[src/common/board_pkg.sv]
// Board memory map
package board_pkg;

   // Panel sits in the top 8 bytes
   localparam logic [15:0] panel_base = 16'hFFF8;      // First panel byte

   typedef logic [1:0] panel_reg_t;                    // Word offset inside panel

   localparam panel_reg_t reg_switches = 2'd0;         // Read-only switches
   localparam panel_reg_t reg_leds     = 2'd1;         // LED latch
   localparam panel_reg_t reg_hex      = 2'd2;         // Four hex digits

   localparam int seg_width = 7;                       // Segments g to a
   localparam int led_width = 10;                      // LEDs and switches

endpackage

[src/common/t11_bus_pkg.sv]
// Multiplexed bus types
package t11_bus_pkg;

   typedef logic [15:0] ad_word_t;                     // One bus word

   // Address view of the bus word, valid during RAS
   typedef struct packed {
      logic [3:0]  region;                             // Upper address bits
      logic [10:0] word_idx;                           // Word index inside region
      logic        byte_sel;                           // Odd byte flag
   } ad_addr_t;

   // Data view of the bus word, valid during CAS
   typedef struct packed {
      logic [7:0] hi;                                  // High byte lane
      logic [7:0] lo;                                  // Low byte lane
   } ad_data_t;

   typedef union packed {
      ad_addr_t a;                                     // Seen as address
      ad_data_t d;                                     // Seen as data
   } ad_union_t;

   typedef logic [1:0] byte_strobe_t;                  // Active low, bit 0 is low lane

   localparam byte_strobe_t stb_read = 2'b11;          // No lane written
   localparam byte_strobe_t stb_word = 2'b00;          // Both lanes
   localparam byte_strobe_t stb_low  = 2'b10;          // Low byte only
   localparam byte_strobe_t stb_high = 2'b01;          // High byte only

   localparam int lane_lo = 0;                         // Strobe bit of low byte
   localparam int lane_hi = 1;                         // Strobe bit of high byte

   typedef enum logic [1:0] {
      sel_none  = 2'd0,                                // Unmapped
      sel_mem   = 2'd1,                                // Word memory
      sel_panel = 2'd2                                 // Front panel
   } target_sel_t;

endpackage
[src/common/bus_if.sv]
// Target access interface
`timescale 1ns/10ps

interface bus_if;

   t11_bus_pkg::target_sel_t  sel;                     // Latched target
   t11_bus_pkg::ad_union_t    addr;                    // Latched address
   t11_bus_pkg::ad_word_t     wdata;                   // Write data from CAS
   t11_bus_pkg::byte_strobe_t strobe;                  // Active-low lane mask
   logic                      wr;                      // One-cycle write pulse
   t11_bus_pkg::ad_word_t     rdata_mem;               // Memory read word
   t11_bus_pkg::ad_word_t     rdata_panel;             // Panel read word

   modport master (
      output sel, addr, wdata, strobe, wr,
      input  rdata_mem, rdata_panel
   );

   modport target (
      input  sel, addr, wdata, strobe, wr,
      output rdata_mem, rdata_panel
   );

endinterface

[src/design/t11_board_target.sv]
// Board bus target top level
`timescale 1ns/10ps

module t11_board_target #(
   parameter int HOLD_CYCLES = 16,                     // Init stretch
   parameter int MEM_WORDS   = 256,                    // Memory depth
   parameter int WAIT_STATES = 1                       // Ready delay
)(
   input  logic                             clk,
   input  logic                             rst_n,     // Button reset
   input  logic [board_pkg::led_width-1:0]  sw,
   output logic [board_pkg::led_width-1:0]  led,
   output logic [board_pkg::seg_width-1:0]  hex0,
   output logic [board_pkg::seg_width-1:0]  hex1,
   output logic [board_pkg::seg_width-1:0]  hex2,
   output logic [board_pkg::seg_width-1:0]  hex3,
   input  logic                             ras_n,
   input  logic                             cas_n,
   input  t11_bus_pkg::byte_strobe_t        wb_n,
   input  t11_bus_pkg::ad_word_t            ad_in,
   output t11_bus_pkg::ad_word_t            ad_out,
   output logic                             ready,
   output logic                             init       // Target still starting
);

   bus_if acc ();                                      // Sequencer to targets

   reset_hold #(
      .HOLD_CYCLES(HOLD_CYCLES)
   ) i_reset_hold (
      .clk   (clk),
      .rst_n (rst_n),
      .init  (init)
   );

   bus_cycle_fsm #(
      .MEM_WORDS   (MEM_WORDS),
      .WAIT_STATES (WAIT_STATES)
   ) i_bus_cycle_fsm (
      .clk    (clk),
      .rst_n  (rst_n),
      .init   (init),
      .ras_n  (ras_n),
      .cas_n  (cas_n),
      .wb_n   (wb_n),
      .ad_in  (ad_in),
      .ad_out (ad_out),
      .ready  (ready),
      .acc    (acc.master)
   );

   word_memory #(
      .MEM_WORDS(MEM_WORDS)
   ) i_word_memory (
      .clk (clk),
      .acc (acc.target)
   );

   panel_regs i_panel_regs (
      .clk   (clk),
      .rst_n (rst_n),
      .sw    (sw),
      .led   (led),
      .hex0  (hex0),
      .hex1  (hex1),
      .hex2  (hex2),
      .hex3  (hex3),
      .acc   (acc.target)
   );

endmodule

[src/panel/panel_regs.sv]
// Front panel registers
`timescale 1ns/10ps

module panel_regs (
   input  logic                             clk,
   input  logic                             rst_n,
   input  logic [board_pkg::led_width-1:0]  sw,        // Switch inputs
   output logic [board_pkg::led_width-1:0]  led,       // LED drive
   output logic [board_pkg::seg_width-1:0]  hex0,      // Digit 0, lowest nibble
   output logic [board_pkg::seg_width-1:0]  hex1,
   output logic [board_pkg::seg_width-1:0]  hex2,
   output logic [board_pkg::seg_width-1:0]  hex3,      // Digit 3, highest nibble
   bus_if.target                            acc
);

   localparam int PAD = 16 - board_pkg::led_width;     // Zero bits on read

   logic [board_pkg::led_width-1:0] led_q;             // LED latch
   t11_bus_pkg::ad_word_t           hex_q;             // Display latch
   t11_bus_pkg::ad_union_t          wview;             // Write word by lanes
   board_pkg::panel_reg_t           offs;              // Register offset
   logic                            wr_en;             // Write aimed here

   // Active-low segments, bit 6 is g and bit 0 is a
   function automatic logic [board_pkg::seg_width-1:0] seg7(input logic [3:0] nib);
      case (nib)
         4'h0: return 7'h40;
         4'h1: return 7'h79;
         4'h2: return 7'h24;
         4'h3: return 7'h30;
         4'h4: return 7'h19;
         4'h5: return 7'h12;
         4'h6: return 7'h02;
         4'h7: return 7'h78;
         4'h8: return 7'h00;
         4'h9: return 7'h10;
         4'hA: return 7'h08;
         4'hB: return 7'h03;                           // Lower case b
         4'hC: return 7'h46;
         4'hD: return 7'h21;                           // Lower case d
         4'hE: return 7'h06;
         default: return 7'h0E;                        // F
      endcase
   endfunction

   assign wview = acc.wdata;
   assign offs  = acc.addr.a.word_idx[1:0];
   assign wr_en = acc.wr && (acc.sel == t11_bus_pkg::sel_panel);

   always_ff @(posedge clk)
   begin
      if (!rst_n)
      begin
         led_q <= '0;
         hex_q <= '0;
      end
      else if (wr_en)
      begin
         case (offs)
            board_pkg::reg_leds:
            begin
               if (!acc.strobe[t11_bus_pkg::lane_lo])
                  led_q[7:0] <= wview.d.lo;
               if (!acc.strobe[t11_bus_pkg::lane_hi])
                  led_q[board_pkg::led_width-1:8] <= wview.d.hi[board_pkg::led_width-9:0];
            end
            board_pkg::reg_hex:
            begin
               if (!acc.strobe[t11_bus_pkg::lane_lo])
                  hex_q[7:0] <= wview.d.lo;
               if (!acc.strobe[t11_bus_pkg::lane_hi])
                  hex_q[15:8] <= wview.d.hi;
            end
            default: ;                                 // Switches stay read-only
         endcase
      end
   end

   always_comb
   begin
      case (offs)
         board_pkg::reg_switches: acc.rdata_panel = {{PAD{1'b0}}, sw};
         board_pkg::reg_leds:     acc.rdata_panel = {{PAD{1'b0}}, led_q};
         board_pkg::reg_hex:      acc.rdata_panel = hex_q;
         default:                 acc.rdata_panel = '0;  // Spare word
      endcase
   end

   assign led  = led_q;
   assign hex0 = seg7(hex_q[3:0]);
   assign hex1 = seg7(hex_q[7:4]);
   assign hex2 = seg7(hex_q[11:8]);
   assign hex3 = seg7(hex_q[15:12]);

endmodule

[src/design/word_memory.sv]
// Byte-lane word memory
`timescale 1ns/10ps

module word_memory #(
   parameter int MEM_WORDS = 256                       // Depth in words
)(
   input  logic clk,
   bus_if.target acc
);

   localparam int AW = (MEM_WORDS > 1) ? $clog2(MEM_WORDS) : 1;

   t11_bus_pkg::ad_word_t  mem [MEM_WORDS];            // Storage
   t11_bus_pkg::ad_union_t wview;                      // Write word by lanes
   logic [AW-1:0]          idx;                        // Word index
   logic                   wr_en;                      // Write aimed here

   assign idx   = acc.addr.a.word_idx[AW-1:0];
   assign wview = acc.wdata;
   assign wr_en = acc.wr && (acc.sel == t11_bus_pkg::sel_mem);

   always_ff @(posedge clk)
   begin
      if (wr_en)
      begin
         if (!acc.strobe[t11_bus_pkg::lane_lo])
            mem[idx][7:0] <= wview.d.lo;               // Low lane
         if (!acc.strobe[t11_bus_pkg::lane_hi])
            mem[idx][15:8] <= wview.d.hi;              // High lane
      end
   end

   assign acc.rdata_mem = mem[idx];                    // Asynchronous read

endmodule

[src/design/bus_cycle_fsm.sv]
// Bus cycle sequencer
`timescale 1ns/10ps

module bus_cycle_fsm #(
   parameter int MEM_WORDS   = 256,                    // Words decoded as memory
   parameter int WAIT_STATES = 1                       // Extra cycles before ready
)(
   input  logic                      clk,
   input  logic                      rst_n,
   input  logic                      init,             // Bus held off
   input  logic                      ras_n,            // Address strobe
   input  logic                      cas_n,            // Data strobe
   input  t11_bus_pkg::byte_strobe_t wb_n,             // Lane write mask
   input  t11_bus_pkg::ad_word_t     ad_in,            // Address or write data
   output t11_bus_pkg::ad_word_t     ad_out,           // Read data
   output logic                      ready,            // Cycle reply
   bus_if.master                     acc
);

   localparam int WW = (WAIT_STATES > 0) ? $clog2(WAIT_STATES + 1) : 1;

   typedef enum logic [2:0] {
      st_idle,                                         // Waiting for RAS
      st_addr,                                         // Address held, waiting for CAS
      st_wait,                                         // Wait states running
      st_ready,                                        // Ready shown
      st_release                                       // CAS gone, RAS still low
   } state_t;

   state_t                   state;
   logic [WW-1:0]            wait_cnt;                 // Remaining wait states
   t11_bus_pkg::ad_union_t   ad_view;                  // ad_in as address
   logic [15:0]              word_num;                 // Full word number
   t11_bus_pkg::target_sel_t sel_dec;                  // Decoded target
   t11_bus_pkg::ad_word_t    rdata_mux;                // Selected read word

   assign ad_view  = ad_in;
   assign word_num = {1'b0, ad_view.a.region, ad_view.a.word_idx};

   // Address decode, panel wins over memory
   always_comb
   begin
      if (ad_in >= board_pkg::panel_base)
         sel_dec = t11_bus_pkg::sel_panel;
      else if (word_num < 16'(MEM_WORDS))
         sel_dec = t11_bus_pkg::sel_mem;
      else
         sel_dec = t11_bus_pkg::sel_none;               // Reads 0, writes dropped
   end

   always_ff @(posedge clk)
   begin
      if (!rst_n)
      begin
         state    <= st_idle;
         ready    <= 1'b0;
         acc.wr   <= 1'b0;
         acc.sel  <= t11_bus_pkg::sel_none;
         wait_cnt <= '0;
      end
      else
      begin
         acc.wr <= 1'b0;                               // Pulse lasts one cycle
         case (state)
            st_idle:
               if (!init && !ras_n)
               begin
                  acc.sel <= sel_dec;                  // Target fixed for the cycle
                  state   <= st_addr;
               end
            st_addr:
               if (!cas_n)
               begin
                  acc.wr   <= (wb_n != t11_bus_pkg::stb_read);
                  wait_cnt <= WW'(WAIT_STATES);
                  state    <= st_wait;
               end
               else if (ras_n)
                  state <= st_idle;                    // Aborted cycle
            st_wait:
               if (wait_cnt == '0)
               begin
                  ready <= 1'b1;
                  state <= st_ready;
               end
               else
                  wait_cnt <= wait_cnt - 1'b1;
            st_ready:
               if (cas_n)                              // Master saw ready
               begin
                  ready <= 1'b0;
                  state <= ras_n ? st_idle : st_release;
               end
            st_release:
               if (ras_n)
                  state <= st_idle;
            default:
               state <= st_idle;
         endcase
      end
   end

   // Payload captures
   always_ff @(posedge clk)
   begin
      if (state == st_idle && !ras_n)
         acc.addr <= ad_view;                          // Address on first RAS edge
      if (state == st_addr && !cas_n)
      begin
         acc.wdata  <= ad_in;                          // Data on first CAS edge
         acc.strobe <= wb_n;
      end
   end

   always_comb
   begin
      case (acc.sel)
         t11_bus_pkg::sel_mem:   rdata_mux = acc.rdata_mem;
         t11_bus_pkg::sel_panel: rdata_mux = acc.rdata_panel;
         default:                rdata_mux = '0;
      endcase
   end

   assign ad_out = ready ? rdata_mux : '0;             // Driven only with ready

endmodule

[src/design/reset_hold.sv]
// Reset stretch counter
`timescale 1ns/10ps

module reset_hold #(
   parameter int HOLD_CYCLES = 16                      // Cycles after release
)(
   input  logic clk,
   input  logic rst_n,
   output logic init                                   // High while held
);

   localparam int CW = $clog2(HOLD_CYCLES + 1) > 0 ? $clog2(HOLD_CYCLES + 1) : 1;

   logic [CW-1:0] cnt;                                 // Cycles since release

   always_ff @(posedge clk)
   begin
      if (!rst_n)
      begin
         cnt  <= '0;
         init <= 1'b1;
      end
      else
      begin
         if (cnt != CW'(HOLD_CYCLES))
            cnt <= cnt + 1'b1;                         // Saturate at limit
         init <= (cnt != CW'(HOLD_CYCLES));            // One edge behind count
      end
   end

endmodule

[config.mk]
export PLATFORM = sky130hd
export DESIGN_NAME = t11_board_target
export DESIGN_NICKNAME = d
export VERILOG_FILES = /design/src/common/board_pkg.sv /design/src/common/t11_bus_pkg.sv /design/src/common/bus_if.sv /design/src/design/t11_board_target.sv /design/src/panel/panel_regs.sv /design/src/design/word_memory.sv /design/src/design/bus_cycle_fsm.sv /design/src/design/reset_hold.sv
export SDC_FILE = /design/constraint.sdc
export NUM_CORES = 2
export LEC_CHECK = 0
export BUFFER_PORTS_ARGS = -buffer_cell sky130_fd_sc_hd__buf_4
export CORE_UTILIZATION = 57
export CTS_BUF_LIST = sky130_fd_sc_hd__clkbuf_8
export DETAILED_ROUTE_END_ITERATION = 7
export PLACE_DENSITY = 0.84
export SYNTH_ARGS = -nofsm -noshare
export SYNTH_HDL_FRONTEND = slang
export SYNTH_MEMORY_MAX_BITS = 65536
export SYNTH_SLANG_ARGS = --single-unit
[constraint.sdc]
create_clock -name clk -period 10.86 [get_ports clk]
set_clock_uncertainty 0.05 [all_clocks]
set_input_delay 0.543 -clock clk [delete_from_list [all_inputs] [get_ports clk]]
set_output_delay 0.543 -clock clk [all_outputs]
set_load 0.02 [all_outputs]
==> key figures <==
Floorplan
  – Ports: 88
  – Initial core utilization: 0.575
  – Core Area: 286000 sq um
  – Num rows: 196
  – Die width: 539 microns
  – Die Footprint: 291000 sq um
  – Die height: 539 microns

Final layout
  – Fill cells: 17500
  – Fraction of layout cells with a size suffix above 1: 0.210
  – Register area: 125000 sq um
  – Commonest non-fill, non-tap cell in the layout: edfxtp_1
  – Multi-input logic area: 35700 sq um
  – Final non-filler cell total: 12700
  – Most frequent cells in the layout: edfxtp_1 (4122), mux4_2 (825), nor2_1 (630), clkbuf_8 (627), mux2i_1 (521)
  – Final net count: 8561
  – Core Util, Final: 0.626
  – Synth-to-layout area growth: 8.90%

Synth
  – Post-synth EDFFs: 4122
  – Mean Syn Cell Area: 20.3 sq um
  – Synth Flop Type: edfxtp_1
  – Share of synthesized registers carrying an async set or reset: 0
  – Largest family of logic cells by synthesized area: multiplexers
  – Number of warnings issued by yosys: 0
  – Seq/Total Area, Yosys: 0.762
  – Multiplexer share of the synthesized area: 0.150
  – #FFs+latches synth: 4198
  – Mapped Area: 164000 sq um
  – Post-synthesis adder-cell area fraction: 0.00213
  – XOR/XNOR share of the synthesized area: 0.000213
  – Synth Area in Compound Gates: 0.0304
  – Synth Area in Simple Gates: 0.0334
  – Yosys top cell by area: edfxtp_1
  – Area share of the largest cell type after synthesis: 0.753
  – Syn Inst Count: 8101
  – Synth unique cells: 79
  – Synth top area cells: edfxtp_1 (75%), mux4_2 (11%), mux2i_1 (3.2%), nor2_1 (1.4%), dfxtp_1 (0.93%)
  – Syn Nets: 8161

Drt
  – Wire per inst: 35.3 microns
  – DRT iter0 DRCs: 15400
  – Detailed Routing Iterations Pass 1: 8
  – Detailed-route via count: 89800
  – Vias per cell: 7.05
  – Routed Antenna Nets: 0
  – Drt drc: 38
  – Final WL: 449000 microns

Critical path
  – Critical path startpoint category: flip-flop
  – Crit path max fanout: 47
  – Crit-path cells: buf_4 -> buf_4 -> mux4_2 -> a2111oi_0 -> nor4_1 -> o211ai_1 -> nor4_2 -> or3_1 -> buf_4
  – CP Capture Type: output pin
  – Critical path arrival: 6.76 ns
  – Worst Path Buf+Inv: 3
  – Max incr delay on CP: 1.15 ns
  – Worst path top cell family by delay: buffers and inverters
  – Kind of critical path: reg -> out
  – Crit path max-delay cell type: a2111oi_0
  – Required @ worst endpoint: 10.27 ns
  – Cell repeated most along the worst path: buf_4

Power
  – LEAKAGE: 56.2 nW
  – Worst VDD drop: 0.000125 V
  – Sw Share: 0.254
  – PwrDens: 184 nW/um^2
  – Part of the power in combinational logic: 0.113
  – Part of the power in registers: 0.539
  – Clock Power Share: 0.349
  – Sw power: 0.00836 W
  – Internal power: 0.0246 W

Clocking
  – CTS tree: done
  – Longest Clk Path Bufs: 4
  – Root Driver: clkbuf_8
  – Clock-pin slew on the worst setup and hold paths: 0.06 ns
  – Htree depth: 6
  – CTS resizes: 0
  – Clk_lat worst skew: 1.10 ns
  – Cts bufs inserted: 611
  – Clock sink count: 4198

STA
  – Final Cycle Share: 0.677
  – Max-slew violations: 4
  – Rel. slew slack: -0.127
  – Fin crit period: 7.35 ns
  – RSZ-0062 raised after global routing: false
  – Final setup fails: 0
  – Slew of the pin with the lowest slew margin: 1.68 ns
  – Setup TNS: 0 ns
  – Fmax achieved: 136 MHz
  – Hold Fails Final Rpt: 0
  – Post-route setup slack: 3.51 ns

Min path
  – Hold Path Class: in -> reg

Global route
  – First-pass GRT wire length: 632000 microns
  – Pin count of the biggest net entering global routing: 223
  – Vias in the first global route: 88700
  – Grt ovf: 0
  – Total GRT Usage: 0.306
  – Initial antenna violation count: 30

Placed design
  – Hpwl dp: 268000 microns
  – Port bufs: 87
  – Inst Count DP: 11600
  – Pre-CTS setup slack: 4.86 ns
  – Final estimated routing congestion in global placement: 0.951

Outcome
  – Failing checks: design-rule violations, max-capacitance violations, max-slew violations
  – Outcome: complete, but fails checks

Flow run
  – Max capacitance violation total: 1
through the flow:
step | cell area [sq um] | total power, W | hold slack [ns]
3_3_place_gp | 168000 | 0.0215 | 0.446
5_1_grt | 179000 | 0.0336 | 0.141
3_5_place_dp | 168000 | 0.0216 | 0.480
6_report | 179000 | 0.0329 | 0.133
2_1_floorplan | 164000 | 0.0205 | 0.425
4_1_cts | 179000 | 0.0327 | 0.0882
cell usage after synthesis, types with 8 or more instances:
cell       number
edfxtp_1     4122
mux4_2        825
nor2_1        631
mux2i_1       521
nand2_1       229
o22ai_1       177
clkbuf_1      176
buf_2         131
o21ai_0        94
a22oi_1        85
a21oi_1        84
nor3_1         84
nand3_1        77
dfxtp_1        76
o221ai_1       76
buf_6          59
a211oi_1       51
nor2b_1        48
buf_8          38
nor4_1         36
buf_4          32
buf_1          31
ha_1           28
buf_12         27
mux4_1         27
nand4_1        27
a2111oi_0      24
a31oi_1        21
inv_1          18
nand2b_1       15
or3_1          15
and2_1         13
a221oi_1       12
nand3b_1       11
a22o_1         10
mux2_2         10
nor3b_1        10
o211ai_1       10
o21ai_1        10
o32ai_1         9
and3_1          8
power by group through the flow:
stage          clock (W)  sequential (W)  combinational [W]
6_report          0.0115          0.0177            0.00371
4_1_cts           0.0114          0.0177            0.00358
5_1_grt           0.0121          0.0177            0.00374
3_3_place_gp           0          0.0181            0.00347
3_5_place_dp           0          0.0181            0.00355
2_1_floorplan          0          0.0181            0.00244
cell type report:
type / instances / share of cell area
inverter: 23 / 0.000531
antenna: 33 / 0.000461
multi-input combinational: 3378 / 0.199
clock inverter: 416 / 0.0114
sequential: 4198 / 0.700
tap: 3762 / 0.0263
clock buffer: 627 / 0.0482
timing repair buffer: 289 / 0.0138
what timing repair did:
action,CTS,global route
hold buffers,23,0
endpoints found under the hold margin,82,0
setup buffers,0,0
endpoints found under the setup margin,0,0
per-layer routing:
layer	up-vias	global-route usage	routed length [microns]
li1	34300	-	-
met1	44700	0.379	139000
met2	8839	0.455	201000
met3	1909	0.112	73500
met4	30	0.199	34600
met5	-	0	246
flip-flops by register name, indices dropped and copies added, names as in the netlist, named ones only:
signal                      cells
i_panel_regs.hex2               7
i_bus_cycle_fsm.wait_cnt        1
i_reset_hold.cnt                5
i_bus_cycle_fsm.acc.strobe      2
i_panel_regs.hex_q             16
i_bus_cycle_fsm.acc.addr        8
i_panel_regs.led               10
i_bus_cycle_fsm.acc.wdata      16
i_bus_cycle_fsm.acc.sel         2
i_reset_hold.init               1
i_word_memory.mem            4096
i_bus_cycle_fsm.acc.wr          1
i_panel_regs.hex3               7
i_panel_regs.hex0               7
i_bus_cycle_fsm.ready           1
i_bus_cycle_fsm.state           3
i_panel_regs.hex1               7
cell families (layout without fill, tap and decap cells):
group	after synthesis	after routing
fa+ha+maj	28	28
simple gates	1239	1239
compound gates	724	724
buf+inv	525	1355
xor+xnor	4	4
mux	1383	1383
other cells	0	33
flops	4198	4198
final timing paths:
path	slack, ns	endpoint	start	cells after the start
max reg2reg	6.28	i_word_memory.mem[119][0]$_DFFE_PP_	i_bus_cycle_fsm.acc.sel[1]$_SDFFE_PN0P_	6
min reg2reg	0.48	i_bus_cycle_fsm.acc.sel[0]$_SDFFE_PN0P_	i_bus_cycle_fsm.acc.sel[0]$_SDFFE_PN0P_	2
min	0.13	i_bus_cycle_fsm.acc.wdata[0]$_DFFE_PP_	ad_in[0]	2
max	3.51	ad_out[1]	flip-flop	9
No activity file was read; power rests on OpenSTA's default activity.
